<file path="src/sdram_pkg.sv">
// Shared widths, timing constants, command encodings and types for the SDRAM controller
package sdram_pkg;

    localparam int COL_WIDTH  = 9;
    localparam int ROW_WIDTH  = 13;
    localparam int BANK_WIDTH = 2;
    localparam int DATA_WIDTH = 16;
    localparam int ADDR_WIDTH = BANK_WIDTH + ROW_WIDTH + COL_WIDTH;

    // User address is bank over row over column
    localparam int ROW_LSB  = COL_WIDTH;
    localparam int BANK_LSB = COL_WIDTH + ROW_WIDTH;

    // Wait cycles, compared against the per-state cycle counter
    localparam logic [15:0] T_RC  = 16'd4;
    localparam logic [15:0] T_RP  = 16'd0;
    localparam logic [15:0] T_MRD = 16'd1;
    localparam logic [15:0] T_DPL = 16'd1;

    localparam logic [2:0]  CAS_LATENCY = 3'd2;

    // Shortened power-up wait for simulation
    localparam logic [15:0] INIT_WAIT        = 16'd100;
    localparam logic [15:0] REFRESH_INTERVAL = 16'd400;

    localparam logic [ROW_WIDTH-1:0] MODE_WORD = {6'b000000, CAS_LATENCY, 4'b0000};
    localparam int AP_BIT = 10;

    // Command pins {cs, ras, cas, we}
    localparam logic [3:0] CMD_DESELECT  = 4'b1111;
    localparam logic [3:0] CMD_NOP       = 4'b0111;
    localparam logic [3:0] CMD_ACTIVE    = 4'b0011;
    localparam logic [3:0] CMD_READ      = 4'b0101;
    localparam logic [3:0] CMD_WRITE     = 4'b0100;
    localparam logic [3:0] CMD_PRECHARGE = 4'b0010;
    localparam logic [3:0] CMD_REFRESH   = 4'b0001;
    localparam logic [3:0] CMD_MRS       = 4'b0000;

    typedef logic [ADDR_WIDTH-1:0] addr_t;
    typedef logic [COL_WIDTH-1:0]  col_t;
    typedef logic [ROW_WIDTH-1:0]  row_t;
    typedef logic [BANK_WIDTH-1:0] bank_t;
    typedef logic [DATA_WIDTH-1:0] data_t;

    typedef enum logic [3:0] {
        init, pall, init_cbr_1, init_cbr_2, mrs, refresh_pall,
        refresh, idle, write, precharge_wait, read, precharge
    } state_t;

endpackage
</file>
<file path="src/sdram_controller.sv">
// SDRAM controller top joining the FSM, refresh timer, command encoder and read capture
`timescale 1ns/1ps

module sdram_controller (
    input  logic              sdram_clock,
    input  logic              sdram_reset,

    // User side
    input  sdram_pkg::addr_t  address,
    input  sdram_pkg::col_t   access_num,
    input  sdram_pkg::data_t  data_in,
    output sdram_pkg::data_t  data_out,
    input  logic              write_request,
    input  logic              read_request,
    output logic              write_flag,
    output logic              read_flag,
    output logic              refresh_mode,
    output logic              idle,

    // SDRAM pins
    output sdram_pkg::row_t   sdram_address,
    output logic              sdram_cke,
    output logic              sdram_cs,
    output logic              sdram_ras,
    output logic              sdram_cas,
    output logic              sdram_we,
    output sdram_pkg::bank_t  sdram_ba,
    input  sdram_pkg::data_t  sdram_dq_in,
    output sdram_pkg::data_t  sdram_dq_out,
    output logic              sdram_dq_io
);

    sdram_pkg::state_t state;
    logic [15:0]       cycle_count;
    sdram_pkg::col_t   burst_count;
    logic              refresh_issued;
    logic              refresh_due;
    logic              read_done;

    sdram_sequencer u_sequencer (
        .sdram_clock    (sdram_clock),
        .sdram_reset    (sdram_reset),
        .write_request  (write_request),
        .read_request   (read_request),
        .access_num     (access_num),
        .refresh_due    (refresh_due),
        .read_done      (read_done),
        .state          (state),
        .cycle_count    (cycle_count),
        .burst_count    (burst_count),
        .refresh_issued (refresh_issued),
        .idle           (idle),
        .write_flag     (write_flag),
        .refresh_mode   (refresh_mode)
    );

    sdram_refresh_timer u_refresh_timer (
        .sdram_clock    (sdram_clock),
        .sdram_reset    (sdram_reset),
        .refresh_issued (refresh_issued),
        .refresh_due    (refresh_due)
    );

    sdram_command_encoder u_command_encoder (
        .sdram_clock    (sdram_clock),
        .sdram_reset    (sdram_reset),
        .state          (state),
        .cycle_count    (cycle_count),
        .burst_count    (burst_count),
        .write_request  (write_request),
        .read_request   (read_request),
        .address        (address),
        .access_num     (access_num),
        .data_in        (data_in),
        .sdram_address  (sdram_address),
        .sdram_cke      (sdram_cke),
        .sdram_cs       (sdram_cs),
        .sdram_ras      (sdram_ras),
        .sdram_cas      (sdram_cas),
        .sdram_we       (sdram_we),
        .sdram_ba       (sdram_ba),
        .sdram_dq_out   (sdram_dq_out),
        .sdram_dq_io    (sdram_dq_io)
    );

    sdram_read_capture u_read_capture (
        .sdram_clock    (sdram_clock),
        .sdram_reset    (sdram_reset),
        .state          (state),
        .cycle_count    (cycle_count),
        .access_num     (access_num),
        .sdram_dq_in    (sdram_dq_in),
        .data_out       (data_out),
        .read_flag      (read_flag),
        .read_done      (read_done)
    );

endmodule

</file>
<file path="src/sdram_read_capture.sv">
// Read capture that registers returned burst words after the CAS latency
`timescale 1ns/1ps

module sdram_read_capture (
    input  logic               sdram_clock,
    input  logic               sdram_reset,
    input  sdram_pkg::state_t  state,
    input  logic [15:0]        cycle_count,
    input  sdram_pkg::col_t    access_num,
    input  sdram_pkg::data_t   sdram_dq_in,
    output sdram_pkg::data_t   data_out,
    output logic               read_flag,
    output logic               read_done
);

    sdram_pkg::col_t word_count;
    logic            capture;

    // First word is on the bus once the pin register and CAS latency have passed
    assign capture = (state == sdram_pkg::read)
                  && (cycle_count > 16'(sdram_pkg::CAS_LATENCY))
                  && (word_count != access_num);

    assign read_done = (word_count == access_num);

    always_ff @(posedge sdram_clock, posedge sdram_reset) begin
        if (sdram_reset) begin
            word_count <= '0;
            read_flag  <= 1'b0;
        end else begin
            read_flag <= capture;
            if (state != sdram_pkg::read)
                word_count <= '0;
            else if (capture)
                word_count <= word_count + 1'b1;
        end
    end

    always_ff @(posedge sdram_clock) begin
        if (capture)
            data_out <= sdram_dq_in;
    end

endmodule

</file>
<file path="src/sdram_command_encoder.sv">
// Command encoder that registers the SDRAM command, address, bank and data pins
`timescale 1ns/1ps

module sdram_command_encoder (
    input  logic               sdram_clock,
    input  logic               sdram_reset,
    input  sdram_pkg::state_t  state,
    input  logic [15:0]        cycle_count,
    input  sdram_pkg::col_t    burst_count,
    input  logic               write_request,
    input  logic               read_request,
    input  sdram_pkg::addr_t   address,
    input  sdram_pkg::col_t    access_num,
    input  sdram_pkg::data_t   data_in,
    output sdram_pkg::row_t    sdram_address,
    output logic               sdram_cke,
    output logic               sdram_cs,
    output logic               sdram_ras,
    output logic               sdram_cas,
    output logic               sdram_we,
    output sdram_pkg::bank_t   sdram_ba,
    output sdram_pkg::data_t   sdram_dq_out,
    output logic               sdram_dq_io
);

    logic              first_cycle;
    logic              request;
    sdram_pkg::bank_t  bank_q;
    sdram_pkg::col_t   start_col_q;
    sdram_pkg::col_t   column;
    sdram_pkg::row_t   column_address;
    sdram_pkg::row_t   all_banks_address;
    logic [3:0]        cmd_d;
    sdram_pkg::row_t   address_d;
    sdram_pkg::bank_t  ba_d;
    sdram_pkg::data_t  dq_out_d;
    logic              dq_io_d;
    logic              cke_d;

    assign first_cycle       = (cycle_count == 16'd0);
    assign request           = write_request || read_request;
    assign column            = start_col_q + burst_count;
    assign column_address    = {{(sdram_pkg::ROW_WIDTH - sdram_pkg::COL_WIDTH){1'b0}}, column};
    assign all_banks_address = sdram_pkg::row_t'(1'b1) << sdram_pkg::AP_BIT;

    // Bank and start column held for the whole burst
    always_ff @(posedge sdram_clock) begin
        if ((state == sdram_pkg::idle) && request) begin
            bank_q      <= address[sdram_pkg::BANK_LSB +: sdram_pkg::BANK_WIDTH];
            start_col_q <= address[sdram_pkg::COL_WIDTH-1:0];
        end
    end

    always_comb begin
        cmd_d     = sdram_pkg::CMD_NOP;
        address_d = '0;
        ba_d      = '0;
        dq_out_d  = '0;
        dq_io_d   = 1'b1;
        cke_d     = 1'b1;
        case (state)
            sdram_pkg::init, sdram_pkg::precharge_wait: begin
                cmd_d = sdram_pkg::CMD_NOP;
            end
            sdram_pkg::pall, sdram_pkg::refresh_pall, sdram_pkg::precharge: begin
                address_d = all_banks_address;
                if (first_cycle)
                    cmd_d = sdram_pkg::CMD_PRECHARGE;
            end
            sdram_pkg::init_cbr_1, sdram_pkg::init_cbr_2, sdram_pkg::refresh: begin
                if (first_cycle)
                    cmd_d = sdram_pkg::CMD_REFRESH;
            end
            sdram_pkg::mrs: begin
                if (first_cycle) begin
                    cmd_d     = sdram_pkg::CMD_MRS;
                    address_d = sdram_pkg::MODE_WORD;
                end
            end
            sdram_pkg::idle: begin
                // Open the row as the FSM leaves idle
                if (request) begin
                    cmd_d     = sdram_pkg::CMD_ACTIVE;
                    address_d = address[sdram_pkg::ROW_LSB +: sdram_pkg::ROW_WIDTH];
                    ba_d      = address[sdram_pkg::BANK_LSB +: sdram_pkg::BANK_WIDTH];
                end
            end
            sdram_pkg::write: begin
                cmd_d     = sdram_pkg::CMD_WRITE;
                address_d = column_address;
                ba_d      = bank_q;
                dq_out_d  = data_in;
                dq_io_d   = 1'b0;
            end
            sdram_pkg::read: begin
                if (cycle_count < 16'(access_num)) begin
                    cmd_d     = sdram_pkg::CMD_READ;
                    address_d = column_address;
                    ba_d      = bank_q;
                end
            end
            default: begin
                cmd_d = sdram_pkg::CMD_DESELECT;
                cke_d = 1'b0;
            end
        endcase
    end

    always_ff @(posedge sdram_clock, posedge sdram_reset) begin
        if (sdram_reset) begin
            sdram_cke     <= 1'b0;
            {sdram_cs, sdram_ras, sdram_cas, sdram_we} <= sdram_pkg::CMD_DESELECT;
            sdram_address <= '0;
            sdram_ba      <= '0;
            sdram_dq_out  <= '0;
            sdram_dq_io   <= 1'b1;
        end else begin
            sdram_cke     <= cke_d;
            {sdram_cs, sdram_ras, sdram_cas, sdram_we} <= cmd_d;
            sdram_address <= address_d;
            sdram_ba      <= ba_d;
            sdram_dq_out  <= dq_out_d;
            sdram_dq_io   <= dq_io_d;
        end
    end

endmodule

</file>
<file path="src/sdram_sequencer.sv">
// Controller FSM with per-state cycle counter and burst column counter
`timescale 1ns/1ps

module sdram_sequencer (
    input  logic               sdram_clock,
    input  logic               sdram_reset,
    input  logic               write_request,
    input  logic               read_request,
    input  sdram_pkg::col_t    access_num,
    input  logic               refresh_due,
    input  logic               read_done,
    output sdram_pkg::state_t  state,
    output logic [15:0]        cycle_count,
    output sdram_pkg::col_t    burst_count,
    output logic               refresh_issued,
    output logic               idle,
    output logic               write_flag,
    output logic               refresh_mode
);

    sdram_pkg::state_t next_state;

    always_comb begin
        next_state = state;
        case (state)
            sdram_pkg::init: begin
                if (cycle_count == sdram_pkg::INIT_WAIT)
                    next_state = sdram_pkg::pall;
            end
            sdram_pkg::pall: begin
                if (cycle_count == sdram_pkg::T_RP)
                    next_state = sdram_pkg::init_cbr_1;
            end
            sdram_pkg::init_cbr_1: begin
                if (cycle_count == sdram_pkg::T_RC)
                    next_state = sdram_pkg::init_cbr_2;
            end
            sdram_pkg::init_cbr_2: begin
                if (cycle_count == sdram_pkg::T_RC)
                    next_state = sdram_pkg::mrs;
            end
            sdram_pkg::mrs: begin
                if (cycle_count == sdram_pkg::T_MRD)
                    next_state = sdram_pkg::idle;
            end
            sdram_pkg::refresh_pall: begin
                if (cycle_count == sdram_pkg::T_RP)
                    next_state = sdram_pkg::refresh;
            end
            sdram_pkg::refresh: begin
                if (cycle_count == sdram_pkg::T_RC)
                    next_state = sdram_pkg::idle;
            end
            sdram_pkg::idle: begin
                // Write wins over read, read over refresh
                if (write_request)
                    next_state = sdram_pkg::write;
                else if (read_request)
                    next_state = sdram_pkg::read;
                else if (refresh_due)
                    next_state = sdram_pkg::refresh_pall;
            end
            sdram_pkg::write: begin
                if (burst_count == access_num - 1'b1)
                    next_state = sdram_pkg::precharge_wait;
            end
            sdram_pkg::precharge_wait: begin
                if (cycle_count == sdram_pkg::T_DPL)
                    next_state = sdram_pkg::precharge;
            end
            sdram_pkg::read: begin
                // All column commands sent and every word back
                if ((cycle_count >= 16'(access_num)) && read_done)
                    next_state = sdram_pkg::precharge;
            end
            sdram_pkg::precharge: begin
                if (cycle_count == sdram_pkg::T_RP)
                    next_state = sdram_pkg::idle;
            end
            default: begin
                next_state = sdram_pkg::init;
            end
        endcase
    end

    always_ff @(posedge sdram_clock, posedge sdram_reset) begin
        if (sdram_reset)
            state <= sdram_pkg::init;
        else
            state <= next_state;
    end

    // Zero on the first cycle of every state
    always_ff @(posedge sdram_clock, posedge sdram_reset) begin
        if (sdram_reset)
            cycle_count <= 16'd0;
        else if (next_state != state)
            cycle_count <= 16'd0;
        else
            cycle_count <= cycle_count + 16'd1;
    end

    always_ff @(posedge sdram_clock, posedge sdram_reset) begin
        if (sdram_reset)
            burst_count <= '0;
        else if ((state == sdram_pkg::write) || (state == sdram_pkg::read))
            burst_count <= burst_count + 1'b1;
        else
            burst_count <= '0;
    end

    assign refresh_issued = (state == sdram_pkg::refresh) && (cycle_count == 16'd0);
    assign idle           = (state == sdram_pkg::idle);
    assign write_flag     = (state == sdram_pkg::write);
    assign refresh_mode   = (state == sdram_pkg::refresh_pall) || (state == sdram_pkg::refresh);

endmodule

</file>
<file path="src/sdram_refresh_timer.sv">
// Refresh timer that flags when the next auto-refresh is due
`timescale 1ns/1ps

module sdram_refresh_timer (
    input  logic sdram_clock,
    input  logic sdram_reset,
    input  logic refresh_issued,
    output logic refresh_due
);

    logic [15:0] refresh_count;

    // Saturates so the due level holds until the refresh is taken
    always_ff @(posedge sdram_clock, posedge sdram_reset) begin
        if (sdram_reset) begin
            refresh_count <= 16'd0;
        end else if (refresh_issued) begin
            refresh_count <= 16'd0;
        end else if (refresh_count != sdram_pkg::REFRESH_INTERVAL) begin
            refresh_count <= refresh_count + 16'd1;
        end
    end

    assign refresh_due = (refresh_count == sdram_pkg::REFRESH_INTERVAL);

endmodule

</file>
<file path="config.mk">
export PLATFORM = sky130hd
export DESIGN_NAME = sdram_controller
export DESIGN_NICKNAME = d
export VERILOG_FILES = /design/src/sdram_pkg.sv /design/src/sdram_controller.sv /design/src/sdram_read_capture.sv /design/src/sdram_command_encoder.sv /design/src/sdram_sequencer.sv /design/src/sdram_refresh_timer.sv
export SDC_FILE = /design/constraint.sdc
export NUM_CORES = 1
export LEC_CHECK = 0
export ABC_AREA = 1
export ABC_CLOCK_PERIOD_IN_PS = 10500
export BUFFER_PORTS_ARGS = -buffer_cell sky130_fd_sc_hd__buf_4
export CAP_MARGIN = 15
export CORE_MARGIN = 5
export CORE_UTILIZATION = 46
export CTS_BUF_LIST = sky130_fd_sc_hd__clkbuf_16
export DETAILED_ROUTE_END_ITERATION = 10
export GPL_ROUTABILITY_DRIVEN = 0
export HOLD_SLACK_MARGIN = 0.15
export PLACE_DENSITY_LB_ADDON = 0.08
export SLEW_MARGIN = 20
export SYNTH_ARGS = -nofsm -noshare
export SYNTH_HDL_FRONTEND = slang
export SYNTH_SLANG_ARGS = --single-unit
</file>
<file path="constraint.sdc">
create_clock -name sdram_clock -period 10.5 [get_ports sdram_clock]
set_input_delay 3.15 -clock sdram_clock [delete_from_list [all_inputs] [get_ports sdram_clock]]
set_output_delay 3.15 -clock sdram_clock [all_outputs]
set_load 0.01 [all_outputs]
</file>
==> key figures, run 1 <==
Run status
  – Status: finished, final reports clean

Floorplan
  – Starting Density: 46.6%
  – Total die area: 16500 um^2
  – Ports: 126
  – Num rows: 43
  – Die X: 128 um
  – Die Y: 128 um
  – Area of the core: 13800 um^2

Route
  – DRT antenna net count: 0
  – DRC: 0
  – Post-DR vias/cell: 4.94
  – TritonRoute pass-1 iters: 6
  – Initial DRC Count: 381
  – Via count: 5282
  – Wirelength per Cell: 13.8 um
  – DRT Wirelength: 14800 um

CTS
  – H-tree levels: 4
  – Max Root-Sink Buffers: 2
  – CTS clk-pin slew, worst paths: 0.06 ns
  – Post_cts resized: 0
  – Clock root buffer: clkbuf_16
  – Clk_lat worst skew: 0.42 ns
  – Post-cts hold buffer count: 0
  – CTS Sinks: 119
  – CTS tree: done
  – CTS Buf Count: 17
  – Postcts setup bufs: 0

Yosys
  – YS warnings: 0
  – Cell taking the most area after synthesis: dfrtp_1
  – Seq/Total Area, Yosys: 48.4%
  – Synth Register Bits: 119
  – Post-synthesis mux area share: 0%
  – Distinct cell type count after synthesis: 43
  – XOR/XNOR Fraction of Synth Area: 5.71%
  – Synth Area in Compound Gates: 6.12%
  – Post-Synth Adder-Cell Area: 5.36%
  – Synth top area share: 33.8%
  – Cell Area, Synth: 6440 um^2
  – Post-Synth Simple-Gate Area: 26.9%
  – Post-Syn Nets: 832
  – Cells after Synth: 736
  – Main combinational cell family by area after synthesis: simple AND/OR/NAND/NOR gates
  – Synth Area per Inst: 8.75 um^2
  – Area contributors post-synth: dfrtp_1, edfxtp_1, nand2_1

STA
  – Post-route minimum period: 4.63 ns
  – Final hold viol count: 0
  – Crit share post-route: 44.1%
  – Slew headroom: 46.5%
  – Clk_skew: 0.00873 ns
  – Fin Setup TNS: 0 ns
  – Max-slew violation count: 0
  – Unrepaired setup endpoints after global routing: false
  – Fmax: 216 MHz
  – # setup viols final: 0
  – Worst-Margin Slew: 0.803 ns

Setup path
  – FF-to-FF Start: u_sequencer.state[1]
  – CP Cell Sequence: inv_2, nand2_1, a21oi_1, buf_4
  – Worst EP arrival: 1.48 ns
  – CP Capture Type: output port
  – Max stage delay on crit path: 0.44 ns
  – Crit Path Max Fanout: 6
  – CP Class: reg2out
  – Setup crit start: u_sequencer.state[0]
  – Worst setup SP type: flip-flop
  – WP data required: 7.35 ns
  – Cell with the largest stage delay on the worst path: dfrtp_1

Layout
  – Final nets: 972
  – Antenna fix cells: 0
  – Layout area overhead: 27.3%
  – Non-Filler Instances: 1069
  – Fillers: 1220
  – Share of layout cells above drive strength 1: 23.8%

Placed design
  – Port Buffers: 125
  – Cells after DPL: 1037
  – Detailed-placement wirelength estimate: 11000 um

Global routing
  – Initial antenna violation count: 0
  – Largest net degree at the start of global routing: 48
  – Total grt overflow: 0
  – GRT Total Usage: 18.8%
  – Vias in the first global route: 5204
  – First-pass GRT wire length: 24500 um

Worst hold path
  – Hold path start: u_command_encoder.bank_q[0]
  – Worst hold path class: reg2reg

Run
  – Max-Cap Viols: 0

Pwr
  – Leakage: 4.02 nW
  – VDD IR max: 0.114 mV
  – Pwr dens: 136 nW/um^2
worst max-delay path, delay by kind of cell, from the launching register on:
kind	cells	cell delay, ns
AND/OR/NAND/NOR	1	0.14
flip-flops	1	0.44
AO/OA/AOI/OAI	1	0.22
buffers and inverters	2	0.26
cells by family after synthesis:
family / count (synthesis)
xor+xnor: 42
compound gates: 67
flops: 119
simple gates: 358
buf+inv: 123
fa+ha+maj: 27
cell usage in the layout, fill, tap and decap left out, types with 2 or more instances in the layout:
cell / n
nand3b_1: 2
nor3_1: 22
o21ai_1: 3
nor2_2: 8
nor2_1: 86
a31oi_1: 2
clkbuf_16: 19
ha_1: 26
a22o_1: 4
edfxtp_1: 27
nand3_1: 39
o21ai_0: 19
o211ai_1: 4
nor2_4: 16
nand4_1: 17
xor2_1: 30
inv_2: 7
bufinv_16: 2
nor3b_1: 3
clkinvlp_4: 3
o21a_1: 2
nand3_2: 5
o31ai_1: 5
clkinv_1: 2
dfrtp_1: 87
and3_1: 3
a21oi_1: 24
nand2_2: 4
xnor2_1: 12
nor4_1: 5
clkinv_2: 2
inv_1: 109
buf_4: 126
nand2_1: 141
nand2_4: 3
inv_6: 5
dfstp_2: 5
or2_2: 2
metal layers:
metal	GRT usage [%]	up-vias	share of wire, %
met4	8.36	0	2.2
met1	24.2	2465	45
met2	29.7	136	47
met3	4.98	30	6.2
li1	-	2651	-
met5	0	-	0
synthesized netlist by cell type:
master and number:
nand4_1 17, dfrtp_1 87, inv_1 109, o21ai_1 3, xnor2_1 12, nor4_1 5, nand3_4 1, o21a_1 2
nand3_2 5, nor2_8 1, o21a_2 1, o2111ai_1 1, o21ai_0 19, inv_2 7, nand2_4 3, buf_2 1
nand3_1 39, nand2_1 141, nor2_4 15, clkinv_1 1, clkbuf_1 3, a31oi_1 2, inv_4 1, o211ai_1 4
nor2_1 87, dfstp_2 5, ha_1 26, buf_12 1, o31ai_1 5, edfxtp_1 27, nand3b_1 2, xor2_1 30
fa_1 1, nor3b_1 3, o21bai_1 1, a21oi_1 24, nor2_2 8, a22o_1 4, and3_1 3, nand2_2 4
nor3_1 22, o21ai_2 1, or2_2 2
where the power goes:
group / total, W / internal, W / switching (W) / leakage (nW)
clock: 0.000597 / 0.000379 / 0.000218 / 0.296
sequential: 0.000473 / 0.000473 / 0 / 1.48
combinational: 0.0000449 / 0.0000221 / 0.0000228 / 2.25
final cells by class:
type	count	area, um^2	area share (%)
Clock buffer	19	475	5.80
Clock inverter	13	139	1.69
Inverter	118	447	5.45
Multi-Input combinational cell	494	2850	34.7
Sequential cell	119	3120	38.0
Tap cell	180	225	2.75
Timing Repair Buffer	126	946	11.5
through the flow:
stage	setup slack [ns]	power [W]	hold slack, ns	instance area [um^2]	utilization (%)
after floorplan	4.97	0.000500	0.443	6440	-
after global placement	5.57	0.000526	0.457	7580	54.8
after detailed placement	5.49	0.000527	0.461	7580	54.8
after CTS	5.83	0.00113	0.481	8190	59.3
after global routing	5.69	0.00115	0.518	8200	59.3
final	5.87	0.00112	0.476	8200	59.3
final timing paths:
check / end / slack (ns) / cells past startpoint
setup reg to reg: u_command_encoder.sdram_address[2] / 8.18 / 7
hold / removal: u_command_encoder.sdram_ba[0] / 0.48 / 1
max in group asynchronous: u_sequencer.cycle_count[0] / 6.51 / 3
hold reg to reg: u_command_encoder.sdram_ba[0] / 0.48 / 1
min in group asynchronous: u_command_encoder.sdram_dq_out[12] / 2.85 / 2
setup / recovery: refresh_mode / 5.87 / 4
sequential cells by signal, summed over array words and instances (netlist names), 2 cells and up:
signal                           count
u_command_encoder.start_col_q        9
u_sequencer.cycle_count             16
u_refresh_timer.refresh_count       16
u_command_encoder.sdram_dq_out      16
u_command_encoder.sdram_address     13
u_command_encoder.bank_q             2
u_read_capture.word_count            9
u_command_encoder.sdram_ba           2
u_read_capture.data_out             16
u_sequencer.burst_count              9
u_sequencer.state                    4
(Power assumes the default switching activity.)
==> inputs of run 2 (changes only) <==
--- a/config.mk
+++ b/config.mk
@@ -6,7 +6,7 @@
 export NUM_CORES = 1
 export LEC_CHECK = 0
 export ABC_AREA = 1
-export ABC_CLOCK_PERIOD_IN_PS = 10500
+export ABC_CLOCK_PERIOD_IN_PS = 3770
 export BUFFER_PORTS_ARGS = -buffer_cell sky130_fd_sc_hd__buf_4
 export CAP_MARGIN = 15
 export CORE_MARGIN = 5
==> constraint.sdc (replaced) <==
create_clock -name sdram_clock -period 3.77 [get_ports sdram_clock]
set_input_delay 1.131 -clock sdram_clock [delete_from_list [all_inputs] [get_ports sdram_clock]]
set_output_delay 1.131 -clock sdram_clock [all_outputs]
set_load 0.01 [all_outputs]
==> run 2 against run 1 <==
Via count up 0.28%. Largest cell class unchanged. Wire length is essentially flat. Register-to-register slack worse by 6.8 ns. Flip-flop and latch count unchanged. Critical path depth unchanged. Sequential power grew to 2.8 times the previous value. Cell count barely moved. Die area unchanged. Sequential share of layout area rose by 0.13 points. First-iteration DRC count rose by 16%. Utilization decreased by 0.21 points. Non-clock buffer count grew 1.
==> key figures, run 2 (synthesis gave the netlist of run 1 again) <==
Floorplan
  – Num rows: 43 (unchanged)
  – Die Y: 128 um (unchanged)
  – Ports: 126 (unchanged)
  – Starting Density: 46.6% (unchanged)
  – Area of the core: 13800 um^2 (unchanged)
  – Total die area: 16500 um^2 (unchanged)
  – Die X: 128 um (unchanged)

STA
  – Setup WS post-layout: 1.14 ns (-4.74 ns)
  – Fin Hold WS: 0.495 ns (+0.0190 ns)
  – Clk_skew: 0.00726 ns (-0.00147 ns)
  – Slew headroom: 57.4% (+11 points)
  – Worst-Margin Slew: 0.636 ns (-0.167 ns)
  – Unrepaired setup endpoints after global routing: false
  – Final hold viol count: 0 (unchanged)
  – Crit share post-route: 69.9%
  – Fmax: 380 MHz
  – Post-route minimum period: 2.63 ns
  – # setup viols final: 0 (unchanged)
  – Max-slew violation count: 0 (unchanged)
  – Fin Setup TNS: 0 ns (unchanged)

Setup path
  – WP data required: 2.64 ns (-4.71 ns)
  – CP Capture Type: output port
  – Reg-to-reg setup timing slack: 1.42 ns (-6.76 ns)
  – FF-to-FF Start: u_sequencer.state[1]
  – Crit Path Max Fanout: 6 (unchanged)
  – Worst r2r dst: u_command_encoder.sdram_address[4]
  – Worst EP arrival: 1.50 ns (+0.02 ns)
  – Worst setup SP type: flip-flop
  – CP Class: reg2out
  – R2R cell count: 7 (unchanged)

Layout
  – Final nets: 973 (+0.10%)
  – Commonest non-fill, non-tap cell in the layout: nand2_1
  – Fillers: 1202 (-1.5%)
  – Commonest cells after routing, fill and taps aside: nand2_1, buf_4, inv_1, dfrtp_1, nor2_1
  – Layout area overhead: 26.8%
  – Antenna fix cells: 0 (unchanged)
  – Share of layout cells above drive strength 1: 24.2% (+0.31 points)
  – Non-Filler Instances: 1070 (+0.094%)

Pwr
  – VDD IR max: 0.239 mV (+110%)
  – Pwr dens: 368 nW/um^2 (+170%)
  – Leakage: 4.01 nW (-0.25%)
  – Total power: 0.00300 W (+170%)

Placed design
  – Detailed-placement wirelength estimate: 10800 um (-1.6%)
  – Port Buffers: 125 (unchanged)
  – Cells after DPL: 1038 (+0.096%)
  – Setup WS pre-CTS: 0.772 ns (-4.71 ns)

CTS
  – H-tree levels: 4 (unchanged)
  – Clock root buffer: clkbuf_16
  – Clk_lat worst skew: 0.42 ns (about the same)
  – Post-cts hold buffer count: 0 (unchanged)
  – CTS tree: done
  – Max Root-Sink Buffers: 2 (unchanged)
  – CTS Buf Count: 17 (unchanged)
  – CTS clk-pin slew, worst paths: 0.06 ns (about the same)
  – Postcts setup bufs: 0 (unchanged)
  – Post_cts resized: 0 (unchanged)
  – CTS Sinks: 119 (unchanged)

Global routing
  – Total grt overflow: 0 (unchanged)
  – First-pass GRT wire length: 24600 um (+0.11%)
  – Largest net degree at the start of global routing: 93 (+94%)
  – Initial antenna violation count: 0 (unchanged)
  – GRT Total Usage: 18.7% (about the same)
  – Vias in the first global route: 5222 (+0.35%)

Run
  – Max-Cap Viols: 0 (unchanged)

Worst hold path
  – Hold path cells: 1 (unchanged)
  – Worst hold path class: reg2reg
  – Hold path start: u_command_encoder.bank_q[1]
  – WHS Endpoint: u_command_encoder.sdram_ba[1]

Route
  – DRT antenna net count: 0 (unchanged)
  – Initial DRC Count: 441 (+16%)
  – TritonRoute pass-1 iters: 5 (-1)
  – Post-DR vias/cell: 4.95 (+0.19%)
  – Via count: 5297 (+0.28%)
  – DRC: 0 (unchanged)
  – Wirelength per Cell: 13.8 um (about the same)
  – DRT Wirelength: 14800 um (about the same)

Run status
  – Status: finished, final reports clean
-- run 2: critical path, cell delays in order (launching register included) --
cell and delay (ns):
dfrtp_1 0.45, inv_2 0.12, nand2_1 0.14, a21oi_1 0.21, buf_4 0.16
-- run 2: worst max path at each step --
stage | startpoint | end | slack, ns
5_1_grt | access_num[0] | u_sequencer.cycle_count[15] | 1.00
2_1_floorplan | sdram_reset | u_command_encoder.sdram_address[0] | 0.26
3_3_place_gp | access_num[0] | u_sequencer.cycle_count[15] | 0.88
6_report | u_sequencer.state[0] | refresh_mode | 1.14
3_5_place_dp | access_num[3] | u_command_encoder.sdram_address[4] | 0.77
4_1_cts | u_sequencer.state[0] | refresh_mode | 1.15
-- run 2: cell type report --
class | count | area, um^2 | share of cell area, %
Clock buffer | 17 | 425 | 5.21
Clock inverter | 15 | 145 | 1.78
Inverter | 118 | 447 | 5.47
Multi-Input combinational cell | 494 | 2840 | 34.8
Sequential cell | 119 | 3120 | 38.2
Tap cell | 180 | 225 | 2.76
Timing Repair Buffer | 127 | 966 | 11.8
-- run 2: report_power, final --
group / total (W) / switching, W / internal, W
clock: 0.00156 / 0.000641 / 0.000919
sequential: 0.00132 / 0 / 0.00132
combinational: 0.000125 / 0.0000624 / 0.0000630
total: 0.00300 / 0.000704 / 0.00230
-- run 2: per-stage QoR --
step,utilization (%),cell area [um^2]
floorplan,-,6440
global placement,55.0,7600
detailed placement,55.0,7600
CTS,59.1,8170
global route,59.1,8170
finish,59.1,8170
-- run 2: layer usage --
layer	global-route usage, %	routed length, um	vias to the layer above
li1	-	-	2659
met1	24.7	6570	2461
met3	4.94	944	21
met2	30.1	7000	156
met4	6.55	237	0
met5	0	0	-
